`src/rtl/md5_params.svh`:
```
/*
 * MD5 core sizing
 * Word width, block size and step counts shared by the package and the RTL
 */

`ifndef MD5_PARAMS_SVH
`define MD5_PARAMS_SVH

// Width of one state or message word
`define MD5_WORD_W 32

// Message words per 512-bit block
`define MD5_BLOCK_WORDS 16

// Steps per block and per round
`define MD5_STEPS 64
`define MD5_STEPS_PER_ROUND 16

`endif

```
`src/rtl/md5_pkg.sv`:
```
/*
 * MD5 package
 * Word and index types plus the per-step lookups for constant,
 * rotate amount and message word index
 */

`default_nettype none

`include "md5_params.svh"

package md5_pkg;

    typedef logic [`MD5_WORD_W-1:0]                 word_t;
    typedef logic [$clog2(`MD5_STEPS)-1:0]          step_idx_t;
    typedef logic [$clog2(`MD5_BLOCK_WORDS)-1:0]    word_idx_t;
    typedef logic [1:0]                             round_t;
    typedef logic [4:0]                             shift_t;

    // floor(2^32 * abs(sin(i + 1)))
    localparam word_t K_TABLE [`MD5_STEPS] = '{
        32'hd76aa478, 32'he8c7b756, 32'h242070db, 32'hc1bdceee,
        32'hf57c0faf, 32'h4787c62a, 32'ha8304613, 32'hfd469501,
        32'h698098d8, 32'h8b44f7af, 32'hffff5bb1, 32'h895cd7be,
        32'h6b901122, 32'hfd987193, 32'ha679438e, 32'h49b40821,
        32'hf61e2562, 32'hc040b340, 32'h265e5a51, 32'he9b6c7aa,
        32'hd62f105d, 32'h02441453, 32'hd8a1e681, 32'he7d3fbc8,
        32'h21e1cde6, 32'hc33707d6, 32'hf4d50d87, 32'h455a14ed,
        32'ha9e3e905, 32'hfcefa3f8, 32'h676f02d9, 32'h8d2a4c8a,
        32'hfffa3942, 32'h8771f681, 32'h6d9d6122, 32'hfde5380c,
        32'ha4beea44, 32'h4bdecfa9, 32'hf6bb4b60, 32'hbebfbc70,
        32'h289b7ec6, 32'heaa127fa, 32'hd4ef3085, 32'h04881d05,
        32'hd9d4d039, 32'he6db99e5, 32'h1fa27cf8, 32'hc4ac5665,
        32'hf4292244, 32'h432aff97, 32'hab9423a7, 32'hfc93a039,
        32'h655b59c3, 32'h8f0ccc92, 32'hffeff47d, 32'h85845dd1,
        32'h6fa87e4f, 32'hfe2ce6e0, 32'ha3014314, 32'h4e0811a1,
        32'hf7537e82, 32'hbd3af235, 32'h2ad7d2bb, 32'heb86d391
    };

    // Rotate amounts, one row per round, cycling every four steps
    localparam shift_t SHIFT_TABLE [4][4] = '{
        '{5'd7, 5'd12, 5'd17, 5'd22},
        '{5'd5, 5'd9,  5'd14, 5'd20},
        '{5'd4, 5'd11, 5'd16, 5'd23},
        '{5'd6, 5'd10, 5'd15, 5'd21}
    };

    function automatic word_t md5_const(step_idx_t step);
        return K_TABLE[step];
    endfunction

    function automatic shift_t md5_shift(step_idx_t step);
        round_t rnd;
        rnd = round_t'(step / `MD5_STEPS_PER_ROUND);
        return SHIFT_TABLE[rnd][step[1:0]];
    endfunction

    // Message word picked by each step, taken mod 16 by truncation
    function automatic word_idx_t md5_msg_idx(step_idx_t step);
        round_t rnd;
        rnd = round_t'(step / `MD5_STEPS_PER_ROUND);
        case (rnd)
            2'd0:    return word_idx_t'(step);
            2'd1:    return word_idx_t'(5 * step + 1);
            2'd2:    return word_idx_t'(3 * step + 5);
            default: return word_idx_t'(7 * step);
        endcase
    endfunction

endpackage

`default_nettype wire

```
`src/rtl/md5_step_if.sv`:
```
/*
 * MD5 step control bundle
 * Per-step schedule from the step sequencer to the round engine
 */

`default_nettype none

interface md5_step_if import md5_pkg::*; ();

    logic   load;
    logic   step_en;
    round_t round_sel;
    word_t  k_const;
    shift_t shift_amt;
    logic   last;

    modport sequencer (output load, step_en, round_sel, k_const, shift_amt, last);
    modport engine    (input  load, step_en, round_sel, k_const, shift_amt, last);

endinterface

`default_nettype wire

```
`src/rtl/md5_step_sequencer.sv`:
```
/*
 * MD5 step sequencer
 * Accepts a start pulse when idle, then walks steps 0 to 63, one per clock,
 * issuing the round, constant, rotate and message index of each step
 */

`default_nettype none

`include "md5_params.svh"

module md5_step_sequencer import md5_pkg::*; (
    input  logic                 clk,
    input  logic                 reset,
    input  logic                 start,
    output logic                 busy,
    output word_idx_t            word_idx,
    md5_step_if.sequencer        step
);

    step_idx_t step_cnt;
    logic      accept;

    // A start while a block is running is dropped
    assign accept = start && !busy;

    always_ff @(posedge clk) begin
        if (reset) begin
            busy     <= 1'b0;
            step_cnt <= '0;
        end else if (accept) begin
            busy     <= 1'b1;
            step_cnt <= '0;
        end else if (busy) begin
            if (step_cnt == step_idx_t'(`MD5_STEPS - 1)) begin
                busy <= 1'b0;
            end
            step_cnt <= step_cnt + 1'b1;
        end
    end

    assign step.load      = accept;
    assign step.step_en   = busy;
    assign step.round_sel = round_t'(step_cnt / `MD5_STEPS_PER_ROUND);
    assign step.k_const   = md5_const(step_cnt);
    assign step.shift_amt = md5_shift(step_cnt);
    assign step.last      = busy && (step_cnt == step_idx_t'(`MD5_STEPS - 1));
    assign word_idx       = md5_msg_idx(step_cnt);

    // Block closes right after its final step
    last_ends_block: assert property (
        @(posedge clk) disable iff (reset)
        step.last |=> !busy
    ) else $error("last step not followed by idle");

endmodule

`default_nettype wire

```
`src/rtl/md5_message_buffer.sv`:
```
/*
 * MD5 message buffer
 * Holds the sixteen little-endian words of a block for the whole run
 * and returns the word picked by the step schedule
 */

`default_nettype none

`include "md5_params.svh"

module md5_message_buffer import md5_pkg::*; (
    input  logic                                     clk,
    input  logic                                     reset,
    input  logic                                     load,
    input  logic [`MD5_BLOCK_WORDS*`MD5_WORD_W-1:0]  msg,
    input  word_idx_t                                word_idx,
    output word_t                                    word
);

    word_t words [`MD5_BLOCK_WORDS];

    always_ff @(posedge clk) begin
        if (reset) begin
            for (int j = 0; j < `MD5_BLOCK_WORDS; j++) begin
                words[j] <= '0;
            end
        end else if (load) begin
            // Word j sits at bits 32j upward
            for (int j = 0; j < `MD5_BLOCK_WORDS; j++) begin
                words[j] <= msg[j*`MD5_WORD_W +: `MD5_WORD_W];
            end
        end
    end

    // Zero-cycle read
    assign word = words[word_idx];

endmodule

`default_nettype wire

```
`src/rtl/md5_round_engine.sv`:
```
/*
 * MD5 round engine
 * One time-shared step per clock on the working state, then the
 * chaining addition of the captured input words on the last step
 */

`default_nettype none

module md5_round_engine import md5_pkg::*; (
    input  logic           clk,
    input  logic           reset,
    input  word_t          a0,
    input  word_t          b0,
    input  word_t          c0,
    input  word_t          d0,
    input  word_t          word,
    md5_step_if.engine     step,
    output logic           done,
    output word_t          a_out,
    output word_t          b_out,
    output word_t          c_out,
    output word_t          d_out
);

    word_t a_q, b_q, c_q, d_q;
    word_t a_init, b_init, c_init, d_init;
    word_t f_val;
    word_t step_sum;
    word_t rotated;
    word_t b_next;

    // F, G, H and I
    always_comb begin
        case (step.round_sel)
            2'd0:    f_val = (b_q & c_q) | (~b_q & d_q);
            2'd1:    f_val = (b_q & d_q) | (c_q & ~d_q);
            2'd2:    f_val = b_q ^ c_q ^ d_q;
            default: f_val = c_q ^ (b_q | ~d_q);
        endcase
    end

    assign step_sum = a_q + f_val + step.k_const + word;
    assign rotated  = (step_sum << step.shift_amt) |
                      (step_sum >> ($bits(word_t) - step.shift_amt));
    assign b_next   = b_q + rotated;

    always_ff @(posedge clk) begin
        if (step.load) begin
            a_q    <= a0;
            b_q    <= b0;
            c_q    <= c0;
            d_q    <= d0;
            a_init <= a0;
            b_init <= b0;
            c_init <= c0;
            d_init <= d0;
        end else if (step.step_en) begin
            a_q <= d_q;
            b_q <= b_next;
            c_q <= b_q;
            d_q <= c_q;
        end
    end

    // Result registers hold until the next block finishes
    always_ff @(posedge clk) begin
        if (reset) begin
            done  <= 1'b0;
            a_out <= '0;
            b_out <= '0;
            c_out <= '0;
            d_out <= '0;
        end else begin
            done <= step.step_en && step.last;
            if (step.step_en && step.last) begin
                a_out <= a_init + d_q;
                b_out <= b_init + b_next;
                c_out <= c_init + b_q;
                d_out <= d_init + c_q;
            end
        end
    end

    done_single: assert property (
        @(posedge clk) disable iff (reset)
        done |=> !done
    ) else $error("done held for two cycles");

    no_load_mid_block: assert property (
        @(posedge clk) disable iff (reset)
        !(step.step_en && step.load)
    ) else $error("block reloaded while stepping");

endmodule

`default_nettype wire

```
`src/rtl/md5_core.sv`:
```
/*
 * MD5 compression core
 * Iterative 64-step MD5 over one padded block, started by a pulse,
 * reporting busy and a one-cycle done with the chained result
 */

`default_nettype none

`include "md5_params.svh"

module md5_core import md5_pkg::*; (
    input  logic                                     clk,
    input  logic                                     reset,
    input  logic                                     start,
    input  logic [`MD5_BLOCK_WORDS*`MD5_WORD_W-1:0]  msg,
    input  word_t                                    a0,
    input  word_t                                    b0,
    input  word_t                                    c0,
    input  word_t                                    d0,
    output logic                                     busy,
    output logic                                     done,
    output word_t                                    a_out,
    output word_t                                    b_out,
    output word_t                                    c_out,
    output word_t                                    d_out
);

    md5_step_if step_bus ();

    word_idx_t word_idx;
    word_t     msg_word;

    md5_step_sequencer seq_i (
        .clk      (clk),
        .reset    (reset),
        .start    (start),
        .busy     (busy),
        .word_idx (word_idx),
        .step     (step_bus.sequencer)
    );

    md5_message_buffer buf_i (
        .clk      (clk),
        .reset    (reset),
        .load     (step_bus.load),
        .msg      (msg),
        .word_idx (word_idx),
        .word     (msg_word)
    );

    md5_round_engine eng_i (
        .clk   (clk),
        .reset (reset),
        .a0    (a0),
        .b0    (b0),
        .c0    (c0),
        .d0    (d0),
        .word  (msg_word),
        .step  (step_bus.engine),
        .done  (done),
        .a_out (a_out),
        .b_out (b_out),
        .c_out (c_out),
        .d_out (d_out)
    );

endmodule

`default_nettype wire

```
`config.mk`:
```
export PLATFORM = sky130hd
export DESIGN_NAME = md5_core
export DESIGN_NICKNAME = d
export VERILOG_FILES = /design/src/rtl/md5_pkg.sv /design/src/rtl/md5_step_if.sv /design/src/rtl/md5_step_sequencer.sv /design/src/rtl/md5_message_buffer.sv /design/src/rtl/md5_round_engine.sv /design/src/rtl/md5_core.sv
export VERILOG_INCLUDE_DIRS = /design/src /design/src/rtl
export SDC_FILE = /design/constraint.sdc
export NUM_CORES = 2
export LEC_CHECK = 0
export BUFFER_PORTS_ARGS = -buffer_cell sky130_fd_sc_hd__buf_2
export CORE_UTILIZATION = 46
export DETAILED_ROUTE_END_ITERATION = 12
export PLACE_DENSITY = 0.67
export SETUP_SLACK_MARGIN = 0.5
export SLEW_MARGIN = 15
export SYNTH_ARGS = -nofsm -noshare
export SYNTH_HDL_FRONTEND = slang
export SYNTH_SLANG_ARGS = --single-unit
```
`constraint.sdc`:
```
create_clock -name clk -period 21.5 [get_ports clk]
set_input_delay 4.3 -clock clk [delete_from_list [all_inputs] [get_ports clk]]
set_output_delay 4.3 -clock clk [all_outputs]
set_load 0.005 [all_outputs]
```
==> summary.md <==
| Metric | Value |
|---|---|
| Wirelength, routed | `217000 µm` |
| Core area | `122000 µm²` |
| Vias in the first global route | `46733` |
| Nets | `7432` |
| Drt first pass iters | `8` |
| First-pass GRT wire length | `311000 µm` |
| Hold WC Path Type | `reg -> reg` |
| Synth cell types | `89` |
| Top post-synthesis cells by area | `edfxtp_1 (41%), nand2_1 (6.5%), ha_1 (5.0%), dfxtp_1 (4.8%), and2_1 (3.7%)` |
| Row count | `128` |
| Placement Cell Area | `62000 µm²` |
| XOR/XNOR Fraction of Synth Area | `3.39%` |
| Min Hold Slack | `0.446 ns` |
| Worst-margin pin slew | `1.46 ns` |
| CTS max path bufs | `3` |
| FFs w/ async S/R, synth | `0%` |
| Synth Area in Simple Gates | `19.2%` |
| RD Place Congestion | `1.01` |
| CP arrival | `16.13 ns` |
| Unrepaired setup endpoints after global routing | `no` |
| Vias | `49086` |
| Antenna Nets Post-Route | `0` |
| Worst reg-to-reg path cell count | `55` |
| Crit path to | `eng_i.b_out[31]$_SDFFE_PP0P_` |
| Crit path kind | `reg -> reg` |
| Total GRT Usage | `33.6%` |
| Post-synth EDFFs | `768` |
| Final Hold Vio Count | `0` |
| WL per Instance | `26.4 µm` |
| R2R Path End | `eng_i.b_out[31]$_SDFFE_PP0P_` |
| Post-CTS Setup Bufs | `0` |
| Tcrit/Tclk final | `72.2%` |
| CTS Buf Count | `96` |
| Synth area leader | `edfxtp_1` |
| Synth Register Bits | `904` |
| Max stage delay cell, worst path | `a311oi_1` |
| Main flop type after synthesis | `edfxtp_1` |
| Commonest non-fill, non-tap cell in the layout | `nand2_1` |
| Clock root buffer master | `clkbuf_16` |
| Most frequent cells in the layout | `nand2_1 (984), buf_2 (771), edfxtp_1 (768)` |
| Top cell type's share of synthesized area | `40.5%` |
| Multiplexer share of the synthesized area | `4.68%` |
| Critical path data required time | `22.10 ns` |
| Initial antenna violation count | `31` |
| Worst Hold Launch | `eng_i.b_out[10]$_SDFFE_PP0P_` |
| Hold Crit Depth | `2` |
| Crit end category | `flop` |
| Synth Area in Adders | `7.50%` |
| Die height | `354 µm` |
| Warnings, synthesis | `0` |
| I/O Buffers | `772` |
| Worst path max stage delay | `1.04 ns` |
| Worst reg2reg setup slack | `5.97 ns` |
| # setup viols final | `0` |
| Fraction of layout cells with a size suffix above 1 | `18.2%` |
| Post-Syn Area per Cell | `9.58 µm²` |
| Slew HR | `2.41%` |
| Mapped Cells | `5936` |
| I/O pins | `773` |
| Critical path origin | `seq_i.step_cnt[0]$_SDFFE_PP0P_` |
| DR vias/cell | `5.98` |
| Largest net degree at the start of global routing | `284` |
| Filler instances | `11035` |
| Final instance area | `65200 µm²` |
| Clock transition at the registers of the reported paths | `0.06 ns` |
| Clock sink count | `904` |
| Cell Area, Synth | `56900 µm²` |
| Syn Nets | `6877` |
| Die area | `125000 µm²` |
| Remaining DRCs | `0` |
| Clock skew | `0.0589 ns` |
| Initial Util | `46.6%` |
| Final Max Slew Viols | `0` |
| Max_cap viols | `0` |
| Startpoint Class | `flop` |
| Compound-gate portion of the synthesized area | `16.0%` |
| Clock latency on the worst-skew pair | `0.73 ns` |
| Status | `completed` |
| Largest family of logic cells by synthesized area | `simple AND/OR/NAND/NOR gates` |
| Seq/Total Area, Yosys | `45.3%` |
| Post-DP HPWL | `164000 µm` |
| Remaining global-route overflow | `0` |
| Area delta synth->final | `14.7%` |
| Total number of H-tree levels | `3` |
| F_max | `64.4 MHz` |
| Crit path top cell by count | `a21oi_1` |
| PostCTS Resize Cnt | `0` |
| Reg2reg start | `seq_i.step_cnt[0]$_SDFFE_PP0P_` |
| Final core utilization | `53.4%` |
| Initial DRC count | `6437` |
| DIE WIDTH | `354 µm` |
| Final min period | `15.53 ns` |
| CP Max Fanout | `56` |
| Cts hold-fix bufs | `0` |
| Setup TNS Final | `0 ns` |
| CTS tree | `built` |
routing by layer:
| layer | vias up | wire, µm | part of all wire (%) | GRT usage [%] |
|---|---|---|---|---|
| met5 | - | 51 | 0.024 | 0 |
| met4 | 8 | 11800 | 5.5 | 16.8 |
| met3 | 420 | 17400 | 8.1 | 4.64 |
| met2 | 2561 | 98600 | 46 | 52.8 |
| met1 | 23626 | 88700 | 41 | 45.4 |
| li1 | 22471 | - | - | - |
sequential cells by signal (all words and copies together) (netlist names):
register and count:
buf_i.words 512, eng_i.a_init 32, eng_i.a_out 32, eng_i.a_q 32, eng_i.b_init 32, eng_i.b_out 32
eng_i.b_q 32, eng_i.c_init 32, eng_i.c_out 32, eng_i.c_q 32, eng_i.d_init 32, eng_i.d_out 32
eng_i.d_q 32, eng_i.done 1, seq_i.busy 1, seq_i.step_cnt 6
cell usage after synthesis (72+ instances only):
library cell / number
a21oi_1: 379
a311oi_1: 101
and2_1: 338
and3_1: 86
clkbuf_1: 327
dfxtp_1: 136
edfxtp_1: 768
fa_1: 72
ha_1: 226
inv_1: 179
mux2_2: 138
mux2i_1: 86
nand2_1: 985
nand3_1: 190
nor2_1: 260
nor2b_1: 227
o21ai_0: 378
xnor2_1: 106
xor2_1: 104
worst max-delay path, delay by kind of cell, from the launching register on:
kind	cells	cell delay (ns)
compound gates	30	7.89
buf+inv	6	1.39
xor+xnor	2	0.47
fa+ha+maj	7	2.80
flops	1	0.76
mux	1	0.26
simple gates	9	1.81
area by class of cell:
cell class / instances / area, µm² / share of cell area [%]
clock buffer: 127 / 2710 / 4.16
tap: 1625 / 2030 / 3.12
multi-input combinational: 4451 / 29000 / 44.5
antenna: 16 / 40.0 / 0.0614
clock inverter: 46 / 439 / 0.673
inverter: 187 / 702 / 1.08
timing repair buffer: 851 / 4500 / 6.90
sequential: 904 / 25800 / 39.5
cells by family after synthesis:
kind of cell | Yosys count
flip-flops | 904
AO/OA/AOI/OAI | 1419
buffers and inverters | 581
adder cells (fa/ha/maj) | 298
multiplexers | 235
AND/OR/NAND/NOR | 2285
XOR/XNOR | 214
how the worst min path moves through the flow:
stage,endpoint,slack (ns)
after global routing,eng_i.b_out[14]$_SDFFE_PP0P_,0.47
after floorplan,eng_i.a_out[10]$_SDFFE_PP0P_,0.45
after CTS,eng_i.b_out[14]$_SDFFE_PP0P_,0.45
final,eng_i.b_out[10]$_SDFFE_PP0P_,0.45
after detailed placement,eng_i.b_out[14]$_SDFFE_PP0P_,0.44
after global placement,eng_i.d_out[13]$_SDFFE_PP0P_,0.43
stage by stage:
stage,worst slack [ns],cells
2_1_floorplan,1.75,5936
3_3_place_gp,6.50,8018
3_5_place_dp,6.22,8018
4_1_cts,6.19,8191
5_1_grt,4.80,8202
6_report,5.97,8207
Power is left out: the tool's default activity adds up to more than one toggle a clock period on the data nets, which glitch-free logic cannot reach.
